File: src/verilog/fetch_pkg.sv
package fetch_pkg;

    // datapath and address widths
    localparam int xlen       = 32;
    localparam int addr_width = 32;

    // instruction memory geometry
    localparam int mem_words = 256;
    localparam int mem_aw    = 8;

    localparam logic [6:0] opc_jal = 7'b1101111;

    typedef struct packed {
        logic                  valid;
        logic [addr_width-1:0] addr;
    } imem_req_t;

    typedef struct packed {
        logic            valid;
        logic [xlen-1:0] data;
    } imem_resp_t;

    typedef struct packed {
        logic [addr_width-1:0] pc;
        logic [xlen-1:0]       ins;
    } fetch_pkt_t;

    typedef struct packed {
        logic [addr_width-1:0] pc;
        logic [xlen-1:0]       ins;
        logic [6:0]            opcode;
        logic [4:0]            rd;
        logic [4:0]            rs1;
        logic [4:0]            rs2;
        logic [2:0]            funct3;
        logic [xlen-1:0]       imm_i;
        logic                  is_jal;
    } dec_pkt_t;

    // r-format layout, msb first
    typedef struct packed {
        logic [6:0] funct7;
        logic [4:0] rs2;
        logic [4:0] rs1;
        logic [2:0] funct3;
        logic [4:0] rd;
        logic [6:0] opcode;
    } instr_r_t;

    // j-format layout, immediate bits scattered as in the spec
    typedef struct packed {
        logic       imm20;
        logic [9:0] imm10_1;
        logic       imm11;
        logic [7:0] imm19_12;
        logic [4:0] rd;
        logic [6:0] opcode;
    } instr_j_t;

    typedef union packed {
        instr_r_t r;
        instr_j_t j;
    } instr_view_u;

endpackage

File: src/verilog/predecode.sv
`timescale 1ns/1ps

module predecode (
    input  logic                             clk,
    input  logic                             rst_n,
    input  logic                             pkt_valid,
    input  fetch_pkg::fetch_pkt_t            pkt,
    input  logic                             dec_ready,
    output logic                             pkt_ready,
    output logic                             redirect,
    output logic [fetch_pkg::addr_width-1:0] redirect_pc,
    output logic                             dec_valid,
    output fetch_pkg::dec_pkt_t              dec
);

    fetch_pkg::instr_view_u           view;
    fetch_pkg::dec_pkt_t              dec_next;
    logic [fetch_pkg::xlen-1:0]       imm_j;
    logic [fetch_pkg::addr_width-1:0] target;
    logic                             squash_q;
    logic                             take;
    logic                             keep;
    logic                             jal_taken;

    assign view = pkt.ins;

    // output register empty or draining this cycle
    assign pkt_ready = !dec_valid || dec_ready;
    assign take      = pkt_valid && pkt_ready;

    // wrong-path words are accepted but dropped until the target shows up
    assign keep = !squash_q || (pkt.pc == redirect_pc);

    always_comb begin
        dec_next        = '0;
        dec_next.pc     = pkt.pc;
        dec_next.ins    = pkt.ins;
        dec_next.opcode = view.r.opcode;
        dec_next.rd     = view.r.rd;
        dec_next.rs1    = view.r.rs1;
        dec_next.rs2    = view.r.rs2;
        dec_next.funct3 = view.r.funct3;
        // I immediate lives in funct7 and rs2
        dec_next.imm_i  = {{20{view.r.funct7[6]}}, view.r.funct7, view.r.rs2};
        dec_next.is_jal = (view.r.opcode == fetch_pkg::opc_jal);
    end

    assign imm_j = {{11{view.j.imm20}}, view.j.imm20, view.j.imm19_12,
                    view.j.imm11, view.j.imm10_1, 1'b0};
    assign target = pkt.pc + imm_j;

    assign jal_taken = take && keep && dec_next.is_jal;

    always_ff @(posedge clk or negedge rst_n) begin
        if (!rst_n) begin
            redirect <= 1'b0;
            squash_q <= 1'b0;
        end else begin
            redirect <= jal_taken;
            // a kept word either arms a new squash or ends the old one
            if (take && keep) begin
                squash_q <= dec_next.is_jal;
            end
        end
    end

    // also the pc that ends the squash
    always_ff @(posedge clk) begin
        if (jal_taken) begin
            redirect_pc <= target;
        end
    end

    always_ff @(posedge clk or negedge rst_n) begin
        if (!rst_n) begin
            dec_valid <= 1'b0;
        end else if (take && keep) begin
            dec_valid <= 1'b1;
        end else if (dec_ready) begin
            dec_valid <= 1'b0;
        end
    end

    always_ff @(posedge clk) begin
        if (take && keep) begin
            dec <= dec_next;
        end
    end

    // fetch cannot deliver two jals back to back
    a_redirect_pulse : assert property (
        @(posedge clk) disable iff (!rst_n)
        redirect |=> !redirect
    ) else $error("redirect high in two consecutive cycles");

endmodule

File: config.mk
export PLATFORM = sky130hd
export DESIGN_NAME = predecode
export DESIGN_NICKNAME = d
export VERILOG_FILES = /design/src/verilog/fetch_pkg.sv /design/src/verilog/predecode.sv
export SDC_FILE = /design/constraint.sdc
export NUM_CORES = 1
export LEC_CHECK = 0
export ABC_AREA = 1
export BUFFER_PORTS_ARGS = -buffer_cell sky130_fd_sc_hd__clkbuf_2
export CAP_MARGIN = 15
export CORE_MARGIN = 10
export CORE_UTILIZATION = 54
export CTS_BUF_LIST = sky130_fd_sc_hd__clkbuf_4 sky130_fd_sc_hd__clkbuf_8 sky130_fd_sc_hd__clkbuf_16
export DETAILED_ROUTE_END_ITERATION = 12
export PLACE_DENSITY = 0.86
export SLEW_MARGIN = 20
export SYNTH_ARGS = -nofsm -noshare
export SYNTH_HDL_FRONTEND = slang
export SYNTH_SLANG_ARGS = --single-unit
File: constraint.sdc
create_clock -name clk -period 6.16 [get_ports clk]
set_clock_uncertainty 0.05 [all_clocks]
set_input_delay 1.232 -clock clk [delete_from_list [all_inputs] [get_ports clk]]
set_output_delay 1.232 -clock clk [all_outputs]
set_load 0.005 [all_outputs]
-- Word level (Yosys, flattened, before mapping)
Index checks and enable logic that the tools add are counted.
- equal/unequal tests: 2
- reductions and logical operators: 8
- $add $sub $neg: 1
- multiplexer cells: 2
- operator list (operator ; number):
    adder 32 bit ; 1
    == test 32 bit ; 1
    == test 7 bit (second input constant) ; 1
    logical AND 1 bit ; 3
    logical NOT 1 bit ; 2
    logical OR 1 bit ; 2
    2-to-1 mux 1 bit ; 2
    nonzero test 2 bit ; 1
- register bits after elaboration: 137
- input bits: 68
- output and inout port bits: 157

-- Depth between registers and ports, before layout
Gate-level depths: netlist of the first run.
- word-level depth: 5
- mapped depth: 13
- mapped depth without buffers: 13

-- Worst setup path after synthesis of the first run
Ideal clock, no wire load.
- path kind: input -> register
- from: in pkt[36] in the netlist's numbering
- to: reg dec[0] in the netlist's numbering, enable pin
- path buffers: 0
- stages: 9
- required time: 5691 ps
- setup slack: 2609 ps
- arrival time: 3082 ps
- path through: xnor2_1 > nand2_1 > nor2_1 > nand2_1 > nor2_1 > nand2_1 > nand2_1 > nand2_1 > inv_1
- word-level cells in the longest chain between the ends: 3
- RTL lines (item ; RTL line ; source):
    start: declaration ; predecode.sv:7 ; input fetch_pkg::fetch_pkt_t pkt,
    == test 32 bit ; predecode.sv:32 ; assign keep = !squash_q || (pkt.pc == redirect_pc);
    logical OR 1 bit ; predecode.sv:32 ;
    logical AND 1 bit ; predecode.sv:85 ; if (take && keep) begin
    end signal: assignment ; predecode.sv:86 ; dec <= dec_next;
    end: declaration ; predecode.sv:13 ; output fetch_pkg::dec_pkt_t dec
Every way passes these cells.
A chain may end at the register's enable or synchronous reset.

-- Worst setup path after layout of the first run
- from: in pkt[36] in the netlist's numbering
- to: reg redirect_pc[29] in the netlist's numbering, enable pin
- word-level cells in the longest chain between the ends: 4
- RTL lines (item ; RTL line ; source):
    == test 32 bit ; predecode.sv:32 ;
    logical OR 1 bit ; predecode.sv:32 ;
    logical AND 1 bit (2 in series) ; predecode.sv:52 ; assign jal_taken = take && keep && dec_next.is_jal;
    named net jal_taken ; predecode.sv:23 ; logic jal_taken;
    end signal: assignment ; predecode.sv:70 ; redirect_pc <= target;
    end: declaration ; predecode.sv:11 ; output logic [fetch_pkg::addr_width-1:0] redirect_pc,
The timed path passes the listed nets, and every way through them passes these cells.

==> flow_metrics.env, run 1 <==
export IMPL_r2r_start="redirect_pc[5]"
export IMPL_post_synth_top_area_cell="edfxtp_1"
export IMPL_pwr_density_cell_nw_per_um2=223
export IMPL_holdCritStartpoint="squash_q"
export IMPL_crit_arrival_ns=3.13
export IMPL_synth_seq_cells=100
export IMPL_postCtsSetupBuffers=0
export IMPL_first_pass_iters=5
export IMPL_syn_inst=627
export IMPL_path_max_fanout=18
export IMPL_cts_buffers_inserted=9
export IMPL_antenna_found_initial=0
export IMPL_fin_crit_sh_pct=50.8
export IMPL_syn_area_um2=5890
export IMPL_synthDistinctLibCells=32
export IMPL_syn_to_final_growth_pct=18.4
export IMPL_syn_nets=726
export IMPL_finalSetupViolCount=0
export IMPL_clock_path_buffers=2
export IMPL_clock_sinks=100
export IMPL_synth_area_leaders="edfxtp_1 49%, nand2_1 11%, buf_4 7.3%"
export IMPL_grt_first_pass_wirelength_mm=25.0
export IMPL_dieArea_um2=15500
export IMPL_fin_util_pct=65.0
export IMPL_cts_resized=0
export IMPL_rsz0062_at_grt="no"
export IMPL_fp_dieH_um=124
export IMPL_clk_insertion_delay_late_ns=0.38
export IMPL_dp_hpwl_mm=13.0
export IMPL_endpoint_kind="register"
export IMPL_synth_compound_area_share_pct=5.48
export IMPL_fin_setup_tns_ns=0
export IMPL_detail_route_antenna_nets=0
export IMPL_synth_top_family_by_area="simple AND/OR/NAND/NOR gates"
export IMPL_fmax_mhz=319
export IMPL_crit_type="in2reg"
export IMPL_startpoint="pkt[36]"
export IMPL_period_needed_ns=3.13
export IMPL_num_vias=4768
export IMPL_yosys_area_share_adder_pct=6.71
export IMPL_synth_top_area_share_pct=49.4
export IMPL_synthXorXnorAreaFrac_pct=5.79
export IMPL_fin_nets=906
export IMPL_grt_max_degree=66
export IMPL_drt_initial_drc_count=338
export IMPL_num_antenna_cells=0
export IMPL_irDropWorstVdd_uv=122
export IMPL_pin_count=225
export IMPL_p_leak_uw=0.00341
export IMPL_n_fill_cell=939
export IMPL_via_per_inst=5.01
export IMPL_synth_simple_gate_area_share_pct=19.5
export IMPL_synth_area_mux_share_pct=0
export IMPL_cts_hold_buf=0
export IMPL_finalHoldViolations=0
export IMPL_maxCapViolCount=0
export IMPL_die_w_um=124
export IMPL_grt_pass1_vias=4867
export IMPL_drive_above_1_share_pct=32.1
export IMPL_rows=38
export IMPL_grt_ovfl_total=0
export IMPL_io_buffers=224
export IMPL_ys_warn_count=0
export IMPL_start_util_pct=54.9
export IMPL_synth_avg_cell_area_um2=9.40
export IMPL_drv_slew=0
export IMPL_status="complete, no violations"
export IMPL_root_buffer="clkbuf_8"
export IMPL_ys_seq_area_share_pct=50.7
export IMPL_slew_headroom_pct=44.5
export IMPL_hold_class="reg2reg"
export IMPL_track_usage_pct=19.6
export IMPL_routed_wl_mm=15.6
export IMPL_remaining_drc_errors=0
export IMPL_cts_tree="built"
export IMPL_cp_required_ns=6.16
export IMPL_core_area_um2=10700
export IMPL_max_slew_worst_pin_slew_ns=0.832
export IMPL_clk_pin_slew_ns=0.10
export IMPL_h_tree_depth=3
export IMPL_globalplace_congestion=0.969
export IMPL_cp_start_kind="input port"
export IMPL_wire_per_inst_um=16.4
metal layers:
layer,share of wire (%),track usage (%),vias up
met3,7.5,4.85,21
met2,51,33.7,192
met4,1.7,6.17,0
met5,0,0,-
li1,-,-,2362
met1,40,23.4,2193
state kept, by name, indices dropped and copies added, names as in the netlist:
| register | cells |
|---|---|
| dec_valid | 1 |
| redirect | 1 |
| redirect_pc | 32 |
| squash_q | 1 |
| dec | 65 |
power by group:
group	switching [uW]	internal [uW]	total, uW
clock network	255	170	426
logic	197	126	323
registers	13.8	792	806
total	466	1090	1550
cells by family (layout without fill, tap and decap cells):
logic type / count (synthesis) / after routing
fa+ha+maj: 31 / 31
simple gates: 269 / 269
compound gates: 59 / 59
buf+inv: 129 / 314
flops: 100 / 100
xor+xnor: 39 / 39
cells in the final DEF, fill, tap and decap left out, types with 2 or more instances in the layout:
cell / netlist / final
buf_4: 57 / 2
inv_6: 0 / 2
o21a_1: 4 / 4
dfrtp_1: 3 / 3
xnor2_1: 25 / 25
nand3_1: 24 / 24
nand3b_1: 2 / 2
nand2_4: 2 / 2
nand4_1: 4 / 4
a21o_1: 2 / 2
ha_1: 30 / 30
edfxtp_1: 97 / 97
nand2_2: 7 / 7
o21ai_0: 14 / 14
nor3_1: 4 / 4
clkbuf_8: 0 / 10
nor3_2: 3 / 3
xor2_1: 14 / 14
nor2_1: 42 / 42
o21bai_1: 3 / 3
inv_1: 72 / 71
a21oi_1: 33 / 33
nand2_1: 174 / 174
clkbuf_2: 0 / 224
inv_8: 0 / 2
cell usage after synthesis:
master and number:
nand2_1 174, edfxtp_1 97, inv_1 72, buf_4 57, nor2_1 42, a21oi_1 33, ha_1 30, xnor2_1 25
nand3_1 24, o21ai_0 14, xor2_1 14, nand2_2 7, nand4_1 4, nor3_1 4, o21a_1 4, dfrtp_1 3
nor3_2 3, o21bai_1 3, a21o_1 2, nand2_4 2, nand3b_1 2, a21oi_2 1, a31oi_1 1, and2_4 1
fa_1 1, nand3_2 1, nor2_2 1, nor2_4 1, nor3b_2 1, nor4_1 1, o21ai_1 1, or2_1 1
layout make-up:
type | instances | area, um2 | area share (%)
clock buffers | 10 | 138 | 1.97
clock inverters | 6 | 63.8 | 0.914
inverters | 72 | 270 | 3.87
multi-input cells | 398 | 2210 | 31.6
flip-flops and latches | 100 | 2990 | 42.8
well taps | 140 | 175 | 2.51
repair buffers | 226 | 1140 | 16.3
metrics by stage:
| step | total power [uW] | area, um2 | std cells | setup slack (ns) | hold WS [ns] |
|---|---|---|---|---|---|
| 2_1_floorplan | 1040 | 5890 | 627 | 2.61 | 0.421 |
| 3_3_place_gp | 1140 | 6780 | 936 | 2.75 | 0.448 |
| 3_5_place_dp | 1140 | 6780 | 936 | 2.68 | 0.477 |
| 4_1_cts | 1560 | 6980 | 952 | 3.04 | 0.502 |
| 5_1_grt | 1630 | 6980 | 952 | 2.85 | 0.530 |
| 6_report | 1550 | 6980 | 952 | 3.03 | 0.507 |
worst max-delay path, stage by stage:
cell and delay (ns):
clkbuf_2 0.11, xnor2_1 0.16, nand2_1 0.07, nor2_1 0.15, nand2_1 0.10, nor2_1 0.16
nand2_1 0.08, nand2_1 0.09, nand3_1 0.09, inv_1 0.50, buf_4 0.38
path summary, 6_finish.rpt:
kind / endpoint / slack, ns / cells past startpoint
setup / recovery: redirect_pc[29] / 3.03 / 11
hold / removal: squash_q / 0.51 / 2
setup reg to reg: redirect_pc[29] / 3.53 / 12
hold reg to reg: squash_q / 0.51 / 2
max in group asynchronous: squash_q / 5.35 / 1
min in group asynchronous: dec_valid / 0.58 / 1
Note: power is estimated with default switching activity, not from simulation.
==> run 2: changes to the inputs <==
Settings changed: CORE_UTILIZATION 54 to 45, PLACE_DENSITY 0.86 to 0.76.
Clock period 6.16 ns to 2.55 ns, I/O delays scaled along.
==> run 2 against run 1 <==
Net effect: clock-buffer cell count increased by 2; sequential power up 140%; die area rose by 17%; critical path type is now reg2reg; total power grew to 2.6 times the previous value; utilization down 8.6 points; first-iteration DRC count is 11% lower; critical endpoint is now dec[120]; combinational power grew 140%.
==> flow_metrics.env, run 2 (synthesis results as in run 1) <==
export IMPL_num_vias=4679
export IMPL_clock_sinks=100
export IMPL_cts_buffers_inserted=9
export IMPL_first_pass_iters=4
export IMPL_remaining_drc_errors=0
export IMPL_grt_max_degree=38
export IMPL_fp_dieH_um=134
export IMPL_clk_pin_slew_ns=0.07
export IMPL_cts_resized=0
export IMPL_r2r_cells=10
export IMPL_rows=41
export IMPL_dp_hpwl_mm=12.8
export IMPL_final_cell_mix="224 x clkbuf_2, 174 x nand2_1, 97 x edfxtp_1"
export IMPL_hold_class="in2reg"
export IMPL_num_antenna_cells=0
export IMPL_largest_reg_flops=65
export IMPL_top_regs="dec: 65 flops, redirect_pc: 32 flops"
export IMPL_finalSetupViolCount=0
export IMPL_slew_headroom_pct=65.6
export IMPL_final_cells=987
export IMPL_detail_route_antenna_nets=0
export IMPL_crit_type="reg2reg"
export IMPL_syn_to_final_growth_pct=21.7
export IMPL_track_usage_pct=16.7
export IMPL_rsz0062_at_grt="no"
export IMPL_finalHoldViolations=0
export IMPL_cp_required_ns=2.54
export IMPL_cp_start_kind="register"
export IMPL_core_area_um2=12700
export IMPL_h_tree_depth=3
export IMPL_drive_above_1_share_pct=32.3
export IMPL_globalplace_congestion=0.906
export IMPL_grt_pass1_vias=4608
export IMPL_period_needed_ns=2.21
export IMPL_clock_path_buffers=2
export IMPL_endpoint_kind="register"
export IMPL_fin_nets=909
export IMPL_dp_cells=970
export IMPL_grt_ovfl_total=0
export IMPL_n_fill_cell=1212
export IMPL_pin_count=225
export IMPL_p_leak_uw=0.00346
export IMPL_max_slew_worst_pin_slew_ns=0.516
export IMPL_irDropWorstVdd_uv=268
export IMPL_cts_tree="built"
export IMPL_postCtsSetupBuffers=0
export IMPL_fmax_mhz=452
export IMPL_fin_setup_tns_ns=0
export IMPL_io_buffers=224
export IMPL_antenna_found_initial=0
export IMPL_maxCapViolCount=0
export IMPL_top_register="dec"
export IMPL_final_common_cell="clkbuf_2"
export IMPL_via_per_inst=4.74
export IMPL_root_buffer="clkbuf_16"
export IMPL_dieArea_um2=18100
export IMPL_wire_per_inst_um=15.6
export IMPL_drv_slew=0
export IMPL_status="complete, no violations"
export IMPL_path_max_fanout=37
export IMPL_die_w_um=134
export IMPL_clk_insertion_delay_late_ns=0.35
export IMPL_pwr_density_cell_nw_per_um2=565
export IMPL_drt_initial_drc_count=301
export IMPL_grt_first_pass_wirelength_mm=24.2
export IMPL_start_util_pct=46.3
export IMPL_crit_arrival_ns=2.20
export IMPL_fin_crit_sh_pct=86.7
export IMPL_routed_wl_mm=15.4
export IMPL_hold_depth=1
run 2: through the flow:
| step | worst slack, ns | total power (uW) | utilization (%) | area, um2 | hold slack [ns] |
|---|---|---|---|---|---|
| 4_1_cts | 0.336 | 4090 | 56.4 | 7170 | 0.272 |
| 3_3_place_gp | 0.133 | 2760 | 54.0 | 6870 | 0.258 |
| 5_1_grt | 0.228 | 4270 | 56.4 | 7170 | 0.271 |
| 3_5_place_dp | 0.0999 | 2770 | 54.0 | 6870 | 0.259 |
| 6_report | 0.339 | 4050 | 56.4 | 7170 | 0.282 |
| 2_1_floorplan | 0.148 | 2500 | - | 5900 | 0.164 |
run 2: final timing paths:
path                                  from        end  slack [ns]
min reg2reg                       squash_q   squash_q        0.47
max in group asynchronous            rst_n   redirect        1.91
min in group asynchronous            rst_n  dec_valid        0.44
min                                pkt[11]    dec[69]        0.28
max reg2reg                redirect_pc[29]   dec[120]        0.34
max                        redirect_pc[29]   dec[120]        0.34
run 2: what timing repair did:
action                     in CTS  in global routing
hold buffers                    1                  0
setup endpoints to repair       0                  0
hold endpoints to repair        3                  0
run 2: area by class of cell:
class	instances	area (um2)	share of cell area (%)
tap	172	215	3.00
inverter	72	274	3.82
clock buffer	12	254	3.54
timing repair buffer	229	1200	16.7
multi-input combinational	398	2210	30.8
sequential	100	2990	41.7
clock inverter	4	32.5	0.454
run 2: power breakdown:
group	total, uW	switching, uW	internal (uW)	leakage (uW)
combinational	785	471	314	0.00238
sequential	1940	29.8	1910	0.000950
clock	1320	605	716	0.000136
total	4050	1110	2940	0.00346
run 2: per-layer routing:
layer / part of all wire (%) / vias to the layer above / track usage [%]
li1: - / 2377 / -
met4: 1.5 / 0 / 5.74
met1: 41 / 2139 / 19.9
met2: 51 / 148 / 28.8
met3: 6.5 / 15 / 4.23
met5: 0 / - / 0
run 2: critical path: stages, from the launching register on:
cell and delay, ns:
edfxtp_1 0.47, xnor2_1 0.18, nand2_1 0.09, nor2_1 0.15
nand2_1 0.09, nor2_1 0.21, nand2_1 0.10, nand2_1 0.08
nand2_1 0.10, clkinvlp_4 0.13, buf_12 0.22
==> run 3: changes to the inputs <==
Settings changed: PLACE_DENSITY 0.76 to 0.77, RECOVER_POWER set to 50.
==> run 3 against run 2 <==
Net effect: global-route usage grew 0.093 points; fmax shrank 2.1%; non-clock buffer count is the same; critical path type unchanged; first-iteration DRC count shrank 33%; combinational power shrank 4.1%; critical endpoint unchanged; sequential power is essentially flat; clock power grew 14%.
==> flow_metrics.env, run 3 (synthesis results as in run 1) <==
export IMPL_detail_route_antenna_nets=0
export IMPL_cp_required_ns=2.55
export IMPL_period_needed_ns=2.26
export IMPL_fp_dieH_um=134
export IMPL_num_antenna_cells=0
export IMPL_antenna_found_initial=0
export IMPL_status="complete, no violations"
export IMPL_io_buffers=224
export IMPL_cts_hold_buf=1
export IMPL_rows=41
export IMPL_globalplace_congestion=0.929
export IMPL_fmax_mhz=443
export IMPL_slew_headroom_pct=65.8
export IMPL_endpoint_kind="register"
export IMPL_placed_area_um2=6870
export IMPL_cp_start_kind="register"
export IMPL_largest_reg_flops=65
export IMPL_cts_buffers_inserted=9
export IMPL_crit_type="reg2reg"
export IMPL_worst_hold_slack_ns=0.279
export IMPL_die_w_um=134
export IMPL_cpMaxStageDelayCell="edfxtp_1"
export IMPL_drt_initial_drc_count=203
export IMPL_num_vias=4659
export IMPL_irDropWorstVdd_uv=287
export IMPL_first_pass_iters=4
export IMPL_start_util_pct=46.3
export IMPL_p_leak_uw=0.00305
export IMPL_root_buffer="clkbuf_16"
export IMPL_via_per_inst=4.72
export IMPL_clk_pin_slew_ns=0.07
export IMPL_critPathMostFrequentCell="nand2_1"
export IMPL_h_tree_depth=3
export IMPL_grt_ovfl_total=0
export IMPL_fin_crit_sh_pct=88.6
export IMPL_track_usage_pct=16.8
export IMPL_worstPathCellList="xnor2_1 > nand2_1 > nor2_1 > nand2_1 > nor2_1 > nand2_1 > nand2_1 > nand2_1 > clkinvlp_4 > buf_12"
export IMPL_postCtsSetupBuffers=0
export IMPL_finalSetupViolCount=0
export IMPL_fin_area_um2=7020
export IMPL_grt_first_pass_wirelength_mm=24.3
export IMPL_drv_slew=0
export IMPL_dp_hpwl_mm=12.8
export IMPL_core_area_um2=12700
export IMPL_fin_nets=909
export IMPL_grt_max_degree=34
export IMPL_cpPeakStageDelay_ns=0.47
export IMPL_cts_tree="built"
export IMPL_top_register="dec"
export IMPL_finalHoldViolations=0
export IMPL_wire_per_inst_um=15.8
export IMPL_clk_insertion_delay_late_ns=0.35
export IMPL_syn_to_final_growth_pct=19.2
export IMPL_crit_arrival_ns=2.26
export IMPL_grt_pass1_vias=4688
export IMPL_clock_path_buffers=2
export IMPL_path_max_fanout=29
export IMPL_drive_above_1_share_pct=14.4
export IMPL_dieArea_um2=18100
export IMPL_hold_class="in2reg"
export IMPL_maxCapViolCount=0
export IMPL_top_regs="dec: 65 flops, redirect_pc: 32 flops"
export IMPL_clock_sinks=100
export IMPL_final_common_cell="nand2_1"
export IMPL_cts_resized=0
export IMPL_rsz0062_at_grt="no"
export IMPL_max_slew_worst_pin_slew_ns=0.512
export IMPL_pwr_density_cell_nw_per_um2=597
export IMPL_pin_count=225
export IMPL_fin_setup_tns_ns=0
export IMPL_routed_wl_mm=15.6
export IMPL_remaining_drc_errors=0
export IMPL_final_cell_mix="174 x nand2_1, 144 x clkbuf_1, 97 x edfxtp_1"
## run 3: area by class of cell
class                           instances  area [um2]
Multi-Input combinational cell        398        2200
Sequential cell                       100        2990
Clock inverter                          6        93.8
Timing Repair Buffer                  229        1020
Fill cell                            1253        5700
Inverter                               72         274
Tap cell                              172         215
Clock buffer                           10         233
## run 3: layer usage
metal,vias up,part of all wire [%],GRT usage [%]
met4,0,2.9,7.74
met3,24,7.5,4.64
li1,2377,-,-
met2,143,49,28.9
met5,-,0,0
met1,2115,40,19.1
## run 3: worst max-delay path: cells and delay by family, from the launching register on
family | cells | cell delay [ns]
flip-flops | 1 | 0.47
AND/OR/NAND/NOR | 7 | 0.77
buffers and inverters | 2 | 0.47
XOR/XNOR | 1 | 0.18
## run 3: power by group
group	switching, uW	internal (uW)	leakage [uW]
clock	616	883	0.000163
combinational	471	283	0.00194
sequential	29.4	1910	0.000950
## run 3: path summary, 6_finish.rpt
path	from	end	slack (ns)	depth (start not counted)
min in group asynchronous	rst_n	squash_q	0.45	2
worst max-delay path	redirect_pc[25]	dec[120]	0.29	10
worst max register to register	redirect_pc[25]	dec[120]	0.29	10
worst min-delay path	pkt[8]	dec[66]	0.28	1
max in group asynchronous	rst_n	dec_valid	1.85	2
worst min register to register	squash_q	squash_q	0.46	2
## run 3: through the flow
stage / util (%) / cells / worst slack (ns) / total power (uW)
after detailed placement: 54.0 / 970 / 0.106 / 2770
after floorplan: - / 627 / 0.148 / 2500
after CTS: 56.7 / 987 / 0.301 / 4270
after global routing: 55.2 / 987 / 0.143 / 4390
after global placement: 54.0 / 970 / 0.113 / 2750
final: 55.2 / 987 / 0.292 / 4190
