<file path="src/verilog/fetch_pkg.sv">
package fetch_pkg;

    // datapath and address widths
    localparam int xlen       = 32;
    localparam int addr_width = 32;

    // instruction memory geometry
    localparam int mem_words = 256;
    localparam int mem_aw    = 8;

    localparam logic [6:0] opc_jal = 7'b1101111;

    typedef struct packed {
        logic                  valid;
        logic [addr_width-1:0] addr;
    } imem_req_t;

    typedef struct packed {
        logic            valid;
        logic [xlen-1:0] data;
    } imem_resp_t;

    typedef struct packed {
        logic [addr_width-1:0] pc;
        logic [xlen-1:0]       ins;
    } fetch_pkt_t;

    typedef struct packed {
        logic [addr_width-1:0] pc;
        logic [xlen-1:0]       ins;
        logic [6:0]            opcode;
        logic [4:0]            rd;
        logic [4:0]            rs1;
        logic [4:0]            rs2;
        logic [2:0]            funct3;
        logic [xlen-1:0]       imm_i;
        logic                  is_jal;
    } dec_pkt_t;

    // r-format layout, msb first
    typedef struct packed {
        logic [6:0] funct7;
        logic [4:0] rs2;
        logic [4:0] rs1;
        logic [2:0] funct3;
        logic [4:0] rd;
        logic [6:0] opcode;
    } instr_r_t;

    // j-format layout, immediate bits scattered as in the spec
    typedef struct packed {
        logic       imm20;
        logic [9:0] imm10_1;
        logic       imm11;
        logic [7:0] imm19_12;
        logic [4:0] rd;
        logic [6:0] opcode;
    } instr_j_t;

    typedef union packed {
        instr_r_t r;
        instr_j_t j;
    } instr_view_u;

endpackage

</file>
<file path="src/verilog/fetch_ctrl.sv">
`timescale 1ns/1ps

module fetch_ctrl (
    input  logic                             clk,
    input  logic                             rst_n,
    input  logic                             pause,
    input  logic                             redirect,
    input  logic [fetch_pkg::addr_width-1:0] redirect_pc,
    input  logic                             req_ready,
    input  fetch_pkg::imem_resp_t            mem_resp,
    input  logic                             pkt_ready,
    output fetch_pkg::imem_req_t             mem_req,
    output logic                             pkt_valid,
    output fetch_pkg::fetch_pkt_t            pkt
);

    logic                             rst_n_d1;
    logic                             pause_d1;
    logic                             redirect_d1;
    logic                             req_q;
    logic [fetch_pkg::addr_width-1:0] pc;
    logic [fetch_pkg::addr_width-1:0] inflight_pc;
    logic                             start;
    logic                             accept;
    logic                             transfer;
    logic                             capture;
    logic                             drop;
    logic                             slot_free;
    logic                             req_set;
    logic                             redirect_hit;
    logic                             stale_q;

    // first cycle after reset release
    assign start    = !rst_n_d1;
    assign accept   = req_q && req_ready;
    assign transfer = pkt_valid && pkt_ready;
    assign capture  = mem_resp.valid && !pause;
    // a response seen while paused is lost and fetched again
    assign drop     = mem_resp.valid && pause;

    // request accepted along with the redirect already fetches the target
    assign redirect_hit = redirect && accept && (pc == redirect_pc);

    // nothing requested, nothing returning, packet slot empty next cycle
    assign slot_free = !req_q && !mem_resp.valid && (!pkt_valid || transfer);

    assign req_set = !pause && slot_free &&
                     (start || transfer || (pause_d1 && !redirect) || redirect_d1);

    always_ff @(posedge clk or negedge rst_n) begin
        if (!rst_n) begin
            rst_n_d1    <= 1'b0;
            pause_d1    <= 1'b0;
            redirect_d1 <= 1'b0;
        end else begin
            rst_n_d1    <= 1'b1;
            pause_d1    <= pause;
            redirect_d1 <= redirect;
        end
    end

    // pc always points at the next word to request
    always_ff @(posedge clk or negedge rst_n) begin
        if (!rst_n) begin
            pc <= '0;
        end else if (redirect && !redirect_hit) begin
            pc <= redirect_pc;
        end else if (accept) begin
            pc <= pc + 32'd4;
        end else if (drop && !stale_q) begin
            pc <= inflight_pc;
        end
    end

    // address of the request the memory is answering
    always_ff @(posedge clk) begin
        if (accept) begin
            inflight_pc <= pc;
        end
    end

    // word in flight is off the jump path
    always_ff @(posedge clk or negedge rst_n) begin
        if (!rst_n) begin
            stale_q <= 1'b0;
        end else if (accept) begin
            stale_q <= redirect && !redirect_hit;
        end
    end

    always_ff @(posedge clk or negedge rst_n) begin
        if (!rst_n) begin
            req_q <= 1'b0;
        end else if (accept) begin
            req_q <= 1'b0;
        end else if (req_set) begin
            req_q <= 1'b1;
        end
    end

    assign mem_req = '{valid: req_q, addr: pc};

    // response data lasts one cycle, sample it now
    always_ff @(posedge clk or negedge rst_n) begin
        if (!rst_n) begin
            pkt_valid <= 1'b0;
        end else if (transfer) begin
            pkt_valid <= 1'b0;
        end else if (capture) begin
            pkt_valid <= 1'b1;
        end
    end

    always_ff @(posedge clk) begin
        if (capture) begin
            pkt.pc  <= inflight_pc;
            pkt.ins <= mem_resp.data;
        end
    end

    a_pkt_stable : assert property (
        @(posedge clk) disable iff (!rst_n)
        pkt_valid && !pkt_ready |=> pkt_valid && $stable(pkt)
    ) else $error("fetch packet changed before transfer");

    // one request or packet in flight at a time
    a_req_after_pkt : assert property (
        @(posedge clk) disable iff (!rst_n)
        $rose(mem_req.valid) |-> !pkt_valid
    ) else $error("request raised while a packet is held");

endmodule

</file>
<file path="config.mk">
export PLATFORM = sky130hd
export DESIGN_NAME = fetch_ctrl
export DESIGN_NICKNAME = d
export VERILOG_FILES = /design/src/verilog/fetch_pkg.sv /design/src/verilog/fetch_ctrl.sv
export SDC_FILE = /design/constraint.sdc
export NUM_CORES = 1
export LEC_CHECK = 0
export ABC_AREA = 1
export BUFFER_PORTS_ARGS = -buffer_cell sky130_fd_sc_hd__buf_2
export CELL_PAD_IN_SITES_DETAIL_PLACEMENT = 1
export CELL_PAD_IN_SITES_GLOBAL_PLACEMENT = 1
export CORE_ASPECT_RATIO = 0.5
export CORE_MARGIN = 5
export CORE_UTILIZATION = 30
export DETAILED_ROUTE_END_ITERATION = 16
export GPL_TIMING_DRIVEN = 0
export PLACE_DENSITY_LB_ADDON = 0.1
export RECOVER_POWER = 50
export SLEW_MARGIN = 20
export SYNTH_ARGS = -nofsm -noshare
export SYNTH_HDL_FRONTEND = slang
export SYNTH_SLANG_ARGS = --single-unit
</file>
<file path="constraint.sdc">
create_clock -name clk -period 6.2 [get_ports clk]
set_input_delay 0.31 -clock clk [delete_from_list [all_inputs] [get_ports clk]]
set_output_delay 0.31 -clock clk [all_outputs]
set_load 0.1 [all_outputs]
</file>
Yosys cells after proc, flatten, opt, wreduce, memory -nomap -nowiden --
Cells that the tools add are included.
Word-level totals: word-level logic and storage cells 47, output and inout port bits 98, register bits after elaboration 134
Operators by class: eq/ne operators 1, add/sub/neg operators 1, reduce and logical (&&, ||, !) cells 28, multiplexer cells 7
Operators with widths (number):
- $mux 32 | 3
- $add 32x3->32 const B | 1
- $eq 32x32->1 | 1
- $logic_and 1x1->1 | 13
- $logic_not 1->1 | 8
- $logic_or 1x1->1 | 4
- $mux 1 | 4
- $reduce_bool 2->1 | 2
- $reduce_bool 3->1 | 1

Depth between registers and ports, before layout --
Gate-level depths: netlist (run 1).
word-level depth 7, mapped depth 15, mapped depth without buffers 14

Least setup slack after synthesis (run 1) --
No wires, ideal clock.
path kind reg2reg, from register pc[2] (netlist bit), to register pc[26] (netlist bit), setup time 0.120 ns, period minus slack after synthesis 2.398 ns, cell stages (with the launch flop) 15, data arrival time 2.278 ns, path slack 3.802 ns, cells stage by stage dfrtp_1 ha_1 nand3_1 inv_1 nand2_1 inv_1 nand3_1 nor2_1 nand2_1 nand2_1 nand2_1 nand2_1 nand2_1 nand3_1 nand2_1
On the way: longest elaborated chain between the ends 5
Ends and longest elaborated chain:
- start, declared | RTL line fetch_ctrl.sv:21 | logic [fetch_pkg::addr_width-1:0] pc;
- start signal, assigned | RTL line fetch_ctrl.sv:67 | pc <= redirect_pc;
- start signal, assigned | RTL line fetch_ctrl.sv:69 | pc <= pc + 32'd4;
- start signal, assigned | RTL line fetch_ctrl.sv:71 | pc <= inflight_pc;
- branches (longest 5 deep; another with $add 32x3->32)
Parallel ways; which one is timed is not known. A chain may end at the register's enable or synchronous reset.

Worst setup path after layout (run 1) --
from input pause, to register pkt[27] (netlist bit) (enable)
On the way: longest elaborated chain between the ends 2
Ends and longest elaborated chain:
- start, declared | RTL line fetch_ctrl.sv:6 | input logic pause,
- $logic_not 1->1 | RTL line fetch_ctrl.sv:37 | assign capture = mem_resp.valid && !pause;
- $logic_and 1x1->1 | RTL line fetch_ctrl.sv:37
- via capture | RTL line fetch_ctrl.sv:26 | logic capture;
- end, declared | RTL line fetch_ctrl.sv:14 | output fetch_pkg::fetch_pkt_t pkt
The timed path passes the listed nets, and every way through them passes these cells.

==> flow_summary.toml, run 1 <==
[status]
outcome = "finished with violations"
violations = "capacitance limit, slew limit"

[floorplanning]
io_pins = 169
core_mm2 = 0.0227
die-area_mm2 = 0.0264
dieWidth_um = 225
rows = 39
start_util = 0.304
die_y_um = 117

[timing]
clock_skew_ns = 0.00805
tns_ns = 0
slew_viol_final = 89
period_share = 0.513
max_freq_ghz = 0.315
finalCriticalPeriod_ns = 3.18
slew_headroom = -0.847
worst_slew_pin_slew_ns = 2.77
finalHoldViolCount = 0
setup_slack_ns = 3.02
finalSetupViolations = 0
rsz0062_at_grt = "no"

[pwr]
p_per_area_mw_per_mm2 = 440
p_seq_frac = 0.345
p_int_w = 0.00197
p_sw_frac = 0.483
clock_power_share = 0.238
peakVddDrop_uv = 171
switchingPower_w = 0.00184
p_leak_nw = 3.91
combPwrFrac = 0.417

[flow_run]
cap_viol_max_count = 2

[clock_tree]
cts_hold_buffers = 1
cts.clk_slew.worst_paths_ns = 0.06
cts_sinks = 134
insertion_delay_ns = 0.44
ctsResizeCount = 0
post-cts-setup-buffers = 0
cts_tree = "built"
cts_root_buf = "clkbuf_16"
clock_path_buffers = 2
numCtsBuffers = 17
htree_num_levels = 4

[critical_path]
crit_path_start_kind = "input port"
critPathMaxFanout = 49
rrSetupSlack_ns = 3.93
timing.rr.end = "pc[26]$_DFFE_PN0P_"
worstReg2RegStart = "pc[2]$_DFFE_PN0P_"
critPathRequiredTime_ns = 6.20
crit_path_end_kind = "flop"
cp-startpoint = "pause"
reg2reg_depth = 14
worstSetupPathType = "input port to flop"
arrival_ns = 3.18

[synth]
ys_types = 41
synth.avg_cell_area_um2 = 8.64
ys.flop_type = "edfxtp_1"
synth_edf_count = 96
ys_seq_area_frac = 0.555
syn_nets = 872
synthCells = 800
synth_seq_cells = 134
synth_warnings = 0
synthArstFlopShare = 0.284
syn_area_mm2 = 0.00691

[final_layout]
syn2layout_area_growth_pct = 25.6
antenna_cells = 0
drive_above_1_share = 0.256
register_area_mm2 = 0.00383
layout.cells.non_filler = 1310
final_cell_mix = "265 x nand2_1, 173 x buf_2, 96 x edfxtp_1"
num-nets-final = 1062
multi_input_area_mm2 = 0.00257
fillCellCount = 2786
layout.cells.most_common = "nand2_1"

[placement]
numPortBuffers = 168
place_hpwl_um = 18600
place_ws_ns = 3.93
gp_congestion = 0.839
dpl.cell_count = 1276

[grt]
grt_first_pass_wirelength_um = 37900
grt-ovfl-total = 0
grt_max_degree = 50
grt_util_all_layers = 0.190
antenna_found_initial = 0
grt_pass1_vias = 6367

[worst_hold_path]
min_to = "pkt[15]$_DFFE_PP_"
min_delay_path_depth = 1
hold_path.class = "input port to flop"
hp-start = "mem_resp[15]"

[drt]
avgRoutedWirePerCell_um = 18.6
first_iter_violations = 400
vias = 6064
drc = 0
ant_nets = 0
drt-total-wl_um = 24400
viasPerCell = 4.63
dr.pass1.iters = 4
[layer usage]
| layer | GRT usage | routed length, µm | vias up |
|---|---|---|---|
| li1 | - | - | 2963 |
| met1 | 0.268 | 12000 | 2946 |
| met2 | 0.289 | 10800 | 131 |
| met3 | 0.0472 | 1350 | 24 |
| met4 | 0.0555 | 323 | 0 |
| met5 | 0 | 0 | - |
[Yosys cell counts, types with 3 or more instances]
cell type | count | area share
nor2_2 | 4 | 0.0036
xnor2_1 | 15 | 0.019
xor2_1 | 3 | 0.0038
nand2_1 | 265 | 0.14
dfrtp_1 | 38 | 0.14
and2_1 | 6 | 0.0054
a21oi_1 | 8 | 0.0058
o21ai_0 | 18 | 0.013
nand3_1 | 85 | 0.062
buf_2 | 10 | 0.0072
nand3b_1 | 9 | 0.0098
clkbuf_1 | 9 | 0.0049
buf_6 | 3 | 0.0049
nor3_1 | 6 | 0.0043
nor2_1 | 80 | 0.043
inv_2 | 8 | 0.0043
or2_2 | 4 | 0.0036
inv_1 | 70 | 0.038
nand2_2 | 21 | 0.019
nand4_1 | 9 | 0.0081
buf_1 | 5 | 0.0027
edfxtp_1 | 96 | 0.42
o22ai_1 | 4 | 0.0036
o21ai_1 | 3 | 0.0022
[power by group through the flow]
| stage | logic [W] | registers (W) | clock network, W |
|---|---|---|---|
| 6_report | 0.00159 | 0.00132 | 0.000907 |
| 5_1_grt | 0.00171 | 0.00134 | 0.000978 |
| 4_1_cts | 0.00161 | 0.00132 | 0.000936 |
| 3_5_place_dp | 0.00160 | 0.00134 | 0 |
| 3_3_place_gp | 0.00159 | 0.00133 | 0 |
| 2_1_floorplan | 0.000555 | 0.00198 | 0 |
[layout make-up]
cell class | instances | share of cell area
clock inverters | 12 | 0.00951
flip-flops and latches | 134 | 0.442
well taps | 307 | 0.0443
clock buffers | 20 | 0.0503
plain buffers | 33 | 0.0248
repair buffers | 171 | 0.0989
multi-input cells | 555 | 0.297
inverters | 78 | 0.0339
[worst max-delay path by stage]
stage	to	cells after the start
global placement	pc[9]$_DFFE_PN0P_	8
floorplan	pc[26]$_DFFE_PN0P_	14
global route	pkt[41]$_DFFE_PP_	5
finish	pkt[27]$_DFFE_PP_	5
detailed placement	pc[26]$_DFFE_PN0P_	14
CTS	pc[26]$_DFFE_PN0P_	14
[flip-flops by register name, summed over array words and instances (netlist names)]
| signal | flops |
|---|---|
| inflight_pc | 32 |
| pause_d1 | 1 |
| pc | 32 |
| pkt | 64 |
| pkt_valid | 1 |
| redirect_d1 | 1 |
| req_q | 1 |
| rst_n_d1 | 1 |
| stale_q | 1 |
[through the flow]
step | utilization | power [W] | area [µm²] | hold slack (ns)
detailed placement | 0.359 | 0.00294 | 8170 | 0.436
global placement | 0.358 | 0.00292 | 8140 | 0.433
floorplan | - | 0.00254 | 6910 | 0.0144
global route | 0.382 | 0.00403 | 8680 | 0.00898
CTS | 0.383 | 0.00386 | 8700 | 0.00522
finish | 0.382 | 0.00382 | 8680 | 0.0399
[worst max-delay path: stages]
cell	delay (ns)
clkbuf_1	0.12
inv_1	0.07
nand2_1	0.06
clkinvlp_2	0.55
clkbuf_1	2.00
[cells by family after synthesis]
logic type,count (synthesis),share of synthesized area
adders and majority gates,1,0.00181
buffers and inverters,111,0.0729
DFF,134,0.555
and+or+nand+nor,495,0.313
AOI/OAI and AO/OA,37,0.0288
other,1,0.000542
muxes,2,0.00290
xor gates and xnor gates,19,0.0252
(Power assumes the default switching activity.)
==> run 2: changes to the inputs <==
==> constraint.sdc (replaced) <==
create_clock -name clk -period 2.8 [get_ports clk]
set_input_delay 0.14 -clock clk [delete_from_list [all_inputs] [get_ports clk]]
set_output_delay 0.14 -clock clk [all_outputs]
set_load 0.1 [all_outputs]
==> run 2 against run 1 <==
Effect of this change: the run now ends clean; global-route usage is 0.21 points higher; utilization grew 1.4 points; clock-buffer cell count unchanged; first-iteration DRC count rose by 0.75%.
==> flow_summary.toml, run 2 (same netlist as run 1, synthesis figures left out) <==
[timing]
clock_skew_ns = 0.00880
slew_headroom = 0.192
max_freq_ghz = 0.443
finalCriticalPeriod_ns = 2.26
worst_slew_pin_slew_ns = 1.22
rsz0062_at_grt = "no"
finalHoldViolCount = 0
slew_viol_final = 0
finalSetupViolations = 0
period_share = 0.807

[critical_path]
crit_path_end_kind = "flop"
arrival_ns = 2.59
critPathRequiredTime_ns = 3.13
critPathMaxFanout = 8
worstSetupPathType = "flop to flop"
crit_path_start_kind = "flop"

[final_layout]
layout.cells.non_filler = 1344
largest_reg_flops = 64
top_register = "pkt"
layout.cells.most_common = "nand2_1"
syn2layout_area_growth_pct = 30.3
largestRegisters = "pkt x64, inflight_pc x32, pc x32"
antenna_cells = 0
final_core_util = 0.396
final_cell_mix = "265 x nand2_1, 143 x buf_2, 96 x edfxtp_1"
num-nets-final = 1096
final_area_mm2 = 0.00901
drive_above_1_share = 0.221

[status]
outcome = "completed"

[floorplanning]
rows = 39
start_util = 0.304
dieWidth_um = 225
io_pins = 169
die_y_um = 117
die-area_mm2 = 0.0264
core_mm2 = 0.0227

[pwr]
clock_power_share = 0.237
p_int_w = 0.00440
combPwrFrac = 0.419
switchingPower_w = 0.00409
p_sw_frac = 0.482
p_seq_frac = 0.344
p_per_area_mw_per_mm2 = 942
p_leak_nw = 3.98
peakVddDrop_uv = 393

[grt]
grt-ovfl-total = 0
grt_pass1_vias = 6512
grt_max_degree = 50
antenna_found_initial = 0
grt_util_all_layers = 0.192
grt_first_pass_wirelength_um = 38400

[drt]
drc = 0
drt-total-wl_um = 24800
viasPerCell = 4.62
first_iter_violations = 403
avgRoutedWirePerCell_um = 18.4
vias = 6213
dr.pass1.iters = 4
ant_nets = 0

[clock_tree]
cts.clk_slew.worst_paths_ns = 0.06
cts_root_buf = "clkbuf_16"
numCtsBuffers = 17
cts_tree = "built"
insertion_delay_ns = 0.44
post-cts-setup-buffers = 0
ctsResizeCount = 0
cts_sinks = 134
clock_path_buffers = 2
htree_num_levels = 4

[placement]
dpl_cell_area_mm2 = 0.00817
dpl.cell_count = 1276
numPortBuffers = 168
place_hpwl_um = 18600
gp_congestion = 0.839

[flow_run]
cap_viol_max_count = 0

[worst_hold_path]
hold_path.class = "input port to flop"
run 2: cell types whose count changed in the layout (fill, tap and decap cells not counted), sizes merged:
cell	delta
clkbuf	+29
dlygate4sd3	+34
buf	-29
run 2: critical path: stages (launching register included):
cell	delay [ns]
dfrtp_1	0.49
ha_1	0.30
nand3_1	0.20
inv_1	0.10
nand2_1	0.17
inv_1	0.10
nand3_1	0.17
nor2_1	0.14
nand2_1	0.06
nand2_1	0.11
nand2_1	0.06
nand2_1	0.08
nand2_1	0.05
nand3_1	0.06
nand2_1	0.05
run 2: stage by stage:
step                total power, W  hold slack [ns]  setup slack [ns]  TNS [ns]
floorplan                  0.00563           -0.156             0.402         0
global placement           0.00647            0.263            -0.654    -17.58
detailed placement         0.00651            0.268             0.527         0
CTS                        0.00860           0.0260             0.511         0
global route               0.00897           0.0233             0.256         0
finish                     0.00849           0.0362             0.540         0
run 2: area by class of cell:
type,count,area (µm²)
flip-flops and latches,134,3830
multi-input cells,555,2570
inverters,78,294
repair buffers,205,1190
plain buffers,33,215
well taps,307,384
clock inverters,12,82.6
clock buffers,20,437
fillers,2783,13700
run 2: power by group through the flow:
stage / registers (W) / clock network (W) / logic, W
2_1_floorplan: 0.00440 / 0 / 0.00123
3_3_place_gp: 0.00295 / 0 / 0.00352
3_5_place_dp: 0.00296 / 0 / 0.00355
4_1_cts: 0.00292 / 0.00207 / 0.00360
5_1_grt: 0.00298 / 0.00216 / 0.00383
6_report: 0.00292 / 0.00201 / 0.00356
run 2: path summary, 6_finish.rpt:
path	to	slack, ns	from	cells after the start
setup / recovery	pc[26]$_DFFE_PN0P_	0.54	pc[2]$_DFFE_PN0P_	14
hold / removal	pkt_valid$_DFFE_PN0P_	0.04	mem_resp[32]	3
setup reg to reg	pc[26]$_DFFE_PN0P_	0.54	pc[2]$_DFFE_PN0P_	14
hold reg to reg	pkt[59]$_DFFE_PP_	0.45	inflight_pc[27]$_DFFE_PN_	0
max in group asynchronous	pc[18]$_DFFE_PN0P_	1.64	rst_n	2
min in group asynchronous	pc[31]$_DFFE_PN0P_	0.46	rst_n	2
run 2: repair_timing:
action                     4_1_cts  5_1_grt
hold endpoints to repair        73        0
setup endpoints to repair        0        0
hold buffers                    36        0
run 2: metal layers:
layer,routed length (µm),GRT usage,up-vias
li1,-,-,3034
met4,323,0.0555,0
met2,10900,0.292,147
met3,1360,0.0449,24
met5,0,0,-
met1,12200,0.273,3008
==> run 3: changes to the inputs <==
==> constraint.sdc (replaced) <==
create_clock -name clk -period 1.9 [get_ports clk]
set_input_delay 0.095 -clock clk [delete_from_list [all_inputs] [get_ports clk]]
set_output_delay 0.095 -clock clk [all_outputs]
set_load 0.1 [all_outputs]
==> run 3 against run 2 <==
Effect of this change: via count rose by 2.1%; first-iteration DRC count fell by 22%; clock skew up 0.0018 ns; largest cell class unchanged; highest routed layer is now met5; non-clock buffer count grew 33; critical path type unchanged; clock-buffer cell count rose by 1.
==> flow_summary.toml, run 3 (same netlist as run 1, synthesis figures left out) <==
[status]
outcome = "completed"

[critical_path]
cp-startpoint = "pc[21]$_DFFE_PN0P_"
rrSetupSlack_ns = 0.006
worstSetupPathType = "flop to flop"
arrival_ns = 2.27
critPathRequiredTime_ns = 2.28
reg2reg_depth = 14
crit_path_start_kind = "flop"
worstReg2RegStart = "pc[21]$_DFFE_PN0P_"
critPathMaxFanout = 10
crit_path_end_kind = "flop"
timing.rr.end = "pc[4]$_DFFE_PN0P_"

[drt]
viasPerCell = 4.61
vias = 6344
drt-total-wl_um = 26200
avgRoutedWirePerCell_um = 19.0
first_iter_violations = 313
dr.pass1.iters = 4
drc = 0
ant_nets = 0

[final_layout]
largest_reg_flops = 64
antenna_cells = 0
drive_above_1_share = 0.368
layout.cells.most_common = "nand2_1"
final_cell_mix = "253 x nand2_1, 170 x buf_2, 96 x edfxtp_1"
top_register = "pkt"
final_core_util = 0.439
num-nets-final = 1129
syn2layout_area_growth_pct = 44.4
largestRegisters = "pkt x64, inflight_pc x32, pc x32"

[worst_hold_path]
hp-start = "redirect_pc[18]"
hold_path.class = "input port to flop"
min_to = "pc[18]$_DFFE_PN0P_"
min_delay_path_depth = 4

[timing]
finalCriticalPeriod_ns = 1.89
rsz0062_at_grt = "yes"
period_share = 0.997
slew_headroom = 0.232
tns_ns = 0
slew_viol_final = 0
setup_slack_ns = 0.00606
finalHoldViolCount = 0
finalSetupViolations = 0
clock_skew_ns = 0.0106
worst_slew_pin_slew_ns = 1.15
max_freq_ghz = 0.528

[pwr]
p_leak_nw = 4.45
p_per_area_mw_per_mm2 = 1390
peakVddDrop_uv = 648

[clock_tree]
clock_path_buffers = 2
numCtsBuffers = 17
htree_num_levels = 4
insertion_delay_ns = 0.45
cts_sinks = 134
cts_tree = "built"
cts_root_buf = "clkbuf_16"
cts.clk_slew.worst_paths_ns = 0.06

[floorplanning]
die_y_um = 117
io_pins = 169
dieWidth_um = 225
core_mm2 = 0.0227
start_util = 0.304
rows = 39
die-area_mm2 = 0.0264

[grt]
grt_util_all_layers = 0.197
grt_max_degree = 42
grt-ovfl-total = 0
antenna_found_initial = 1
grt_first_pass_wirelength_um = 39200
grt_pass1_vias = 6542

[flow_run]
cap_viol_max_count = 0

[placement]
gp_congestion = 0.837
place_ws_ns = -0.352
numPortBuffers = 168
place_hpwl_um = 18500
## run 3: worst max path at each step
stage,endpoint,slack (ns),depth (start not counted)
after floorplan,pc[26]$_DFFE_PN0P_,-0.005,14
after global placement,pkt[0]$_DFFE_PP_,-0.86,4
after detailed placement,pc[6]$_DFFE_PN0P_,-0.35,8
after CTS,pc[4]$_DFFE_PN0P_,-0.02,11
after global routing,pc[4]$_DFFE_PN0P_,-0.11,11
final,pc[4]$_DFFE_PN0P_,0.006,14
## run 3: metal layers
metal  GRT usage  wire, µm
met3      0.0472      1250
met2       0.293     11300
met5           0        11
met4      0.0540       317
met1       0.288     13300
## run 3: repair_timing
item | CTS | global route
cloned | 1 | 2
hold buffers | 42 | 0
pin swaps | 8 | 35
endpoints found under the setup margin | 32 | 32
resized for setup | 45 | 60
endpoints found under the hold margin | 78 | 0
buffers inserted | 18 | 16
## run 3: worst max-delay path: stages (launching register included)
cell and delay [ns]:
dfrtp_2 0.44, inv_2 0.05, nand2_1 0.12, nand2_1 0.08
nor2_2 0.12, nand2_1 0.09, nor2_2 0.09, nand2_2 0.07
nor2_4 0.10, nand2_4 0.09, buf_6 0.15, buf_6 0.15
nand3_1 0.08, nand3_1 0.10, nand2_1 0.09
## run 3: area by class of cell
class	count	area [µm²]
inverter	78	299
timing repair buffer	248	1640
clock buffer	21	440
clock inverter	11	196
fill	2712	12800
buffer	23	195
multi-input combinational	555	2930
tap	307	384
sequential	134	3890
## run 3: metrics by stage
stage	instance area [µm²]	hold slack, ns	total power [W]	instances
finish	9980	0.0246	0.0139	1377
global route	9980	0.0305	0.0146	1377
CTS	9590	0.000462	0.0137	1360
detailed placement	8250	0.225	0.00970	1276
global placement	8220	0.217	0.00964	1275
floorplan	7000	-0.201	0.00838	800
## run 3: report_power, final
part	total, W	switching (W)	leakage [nW]	internal, W
clock	0.00364	0.00131	0.304	0.00233
sequential	0.00448	0.000656	1.32	0.00382
combinational	0.00578	0.00434	2.82	0.00144
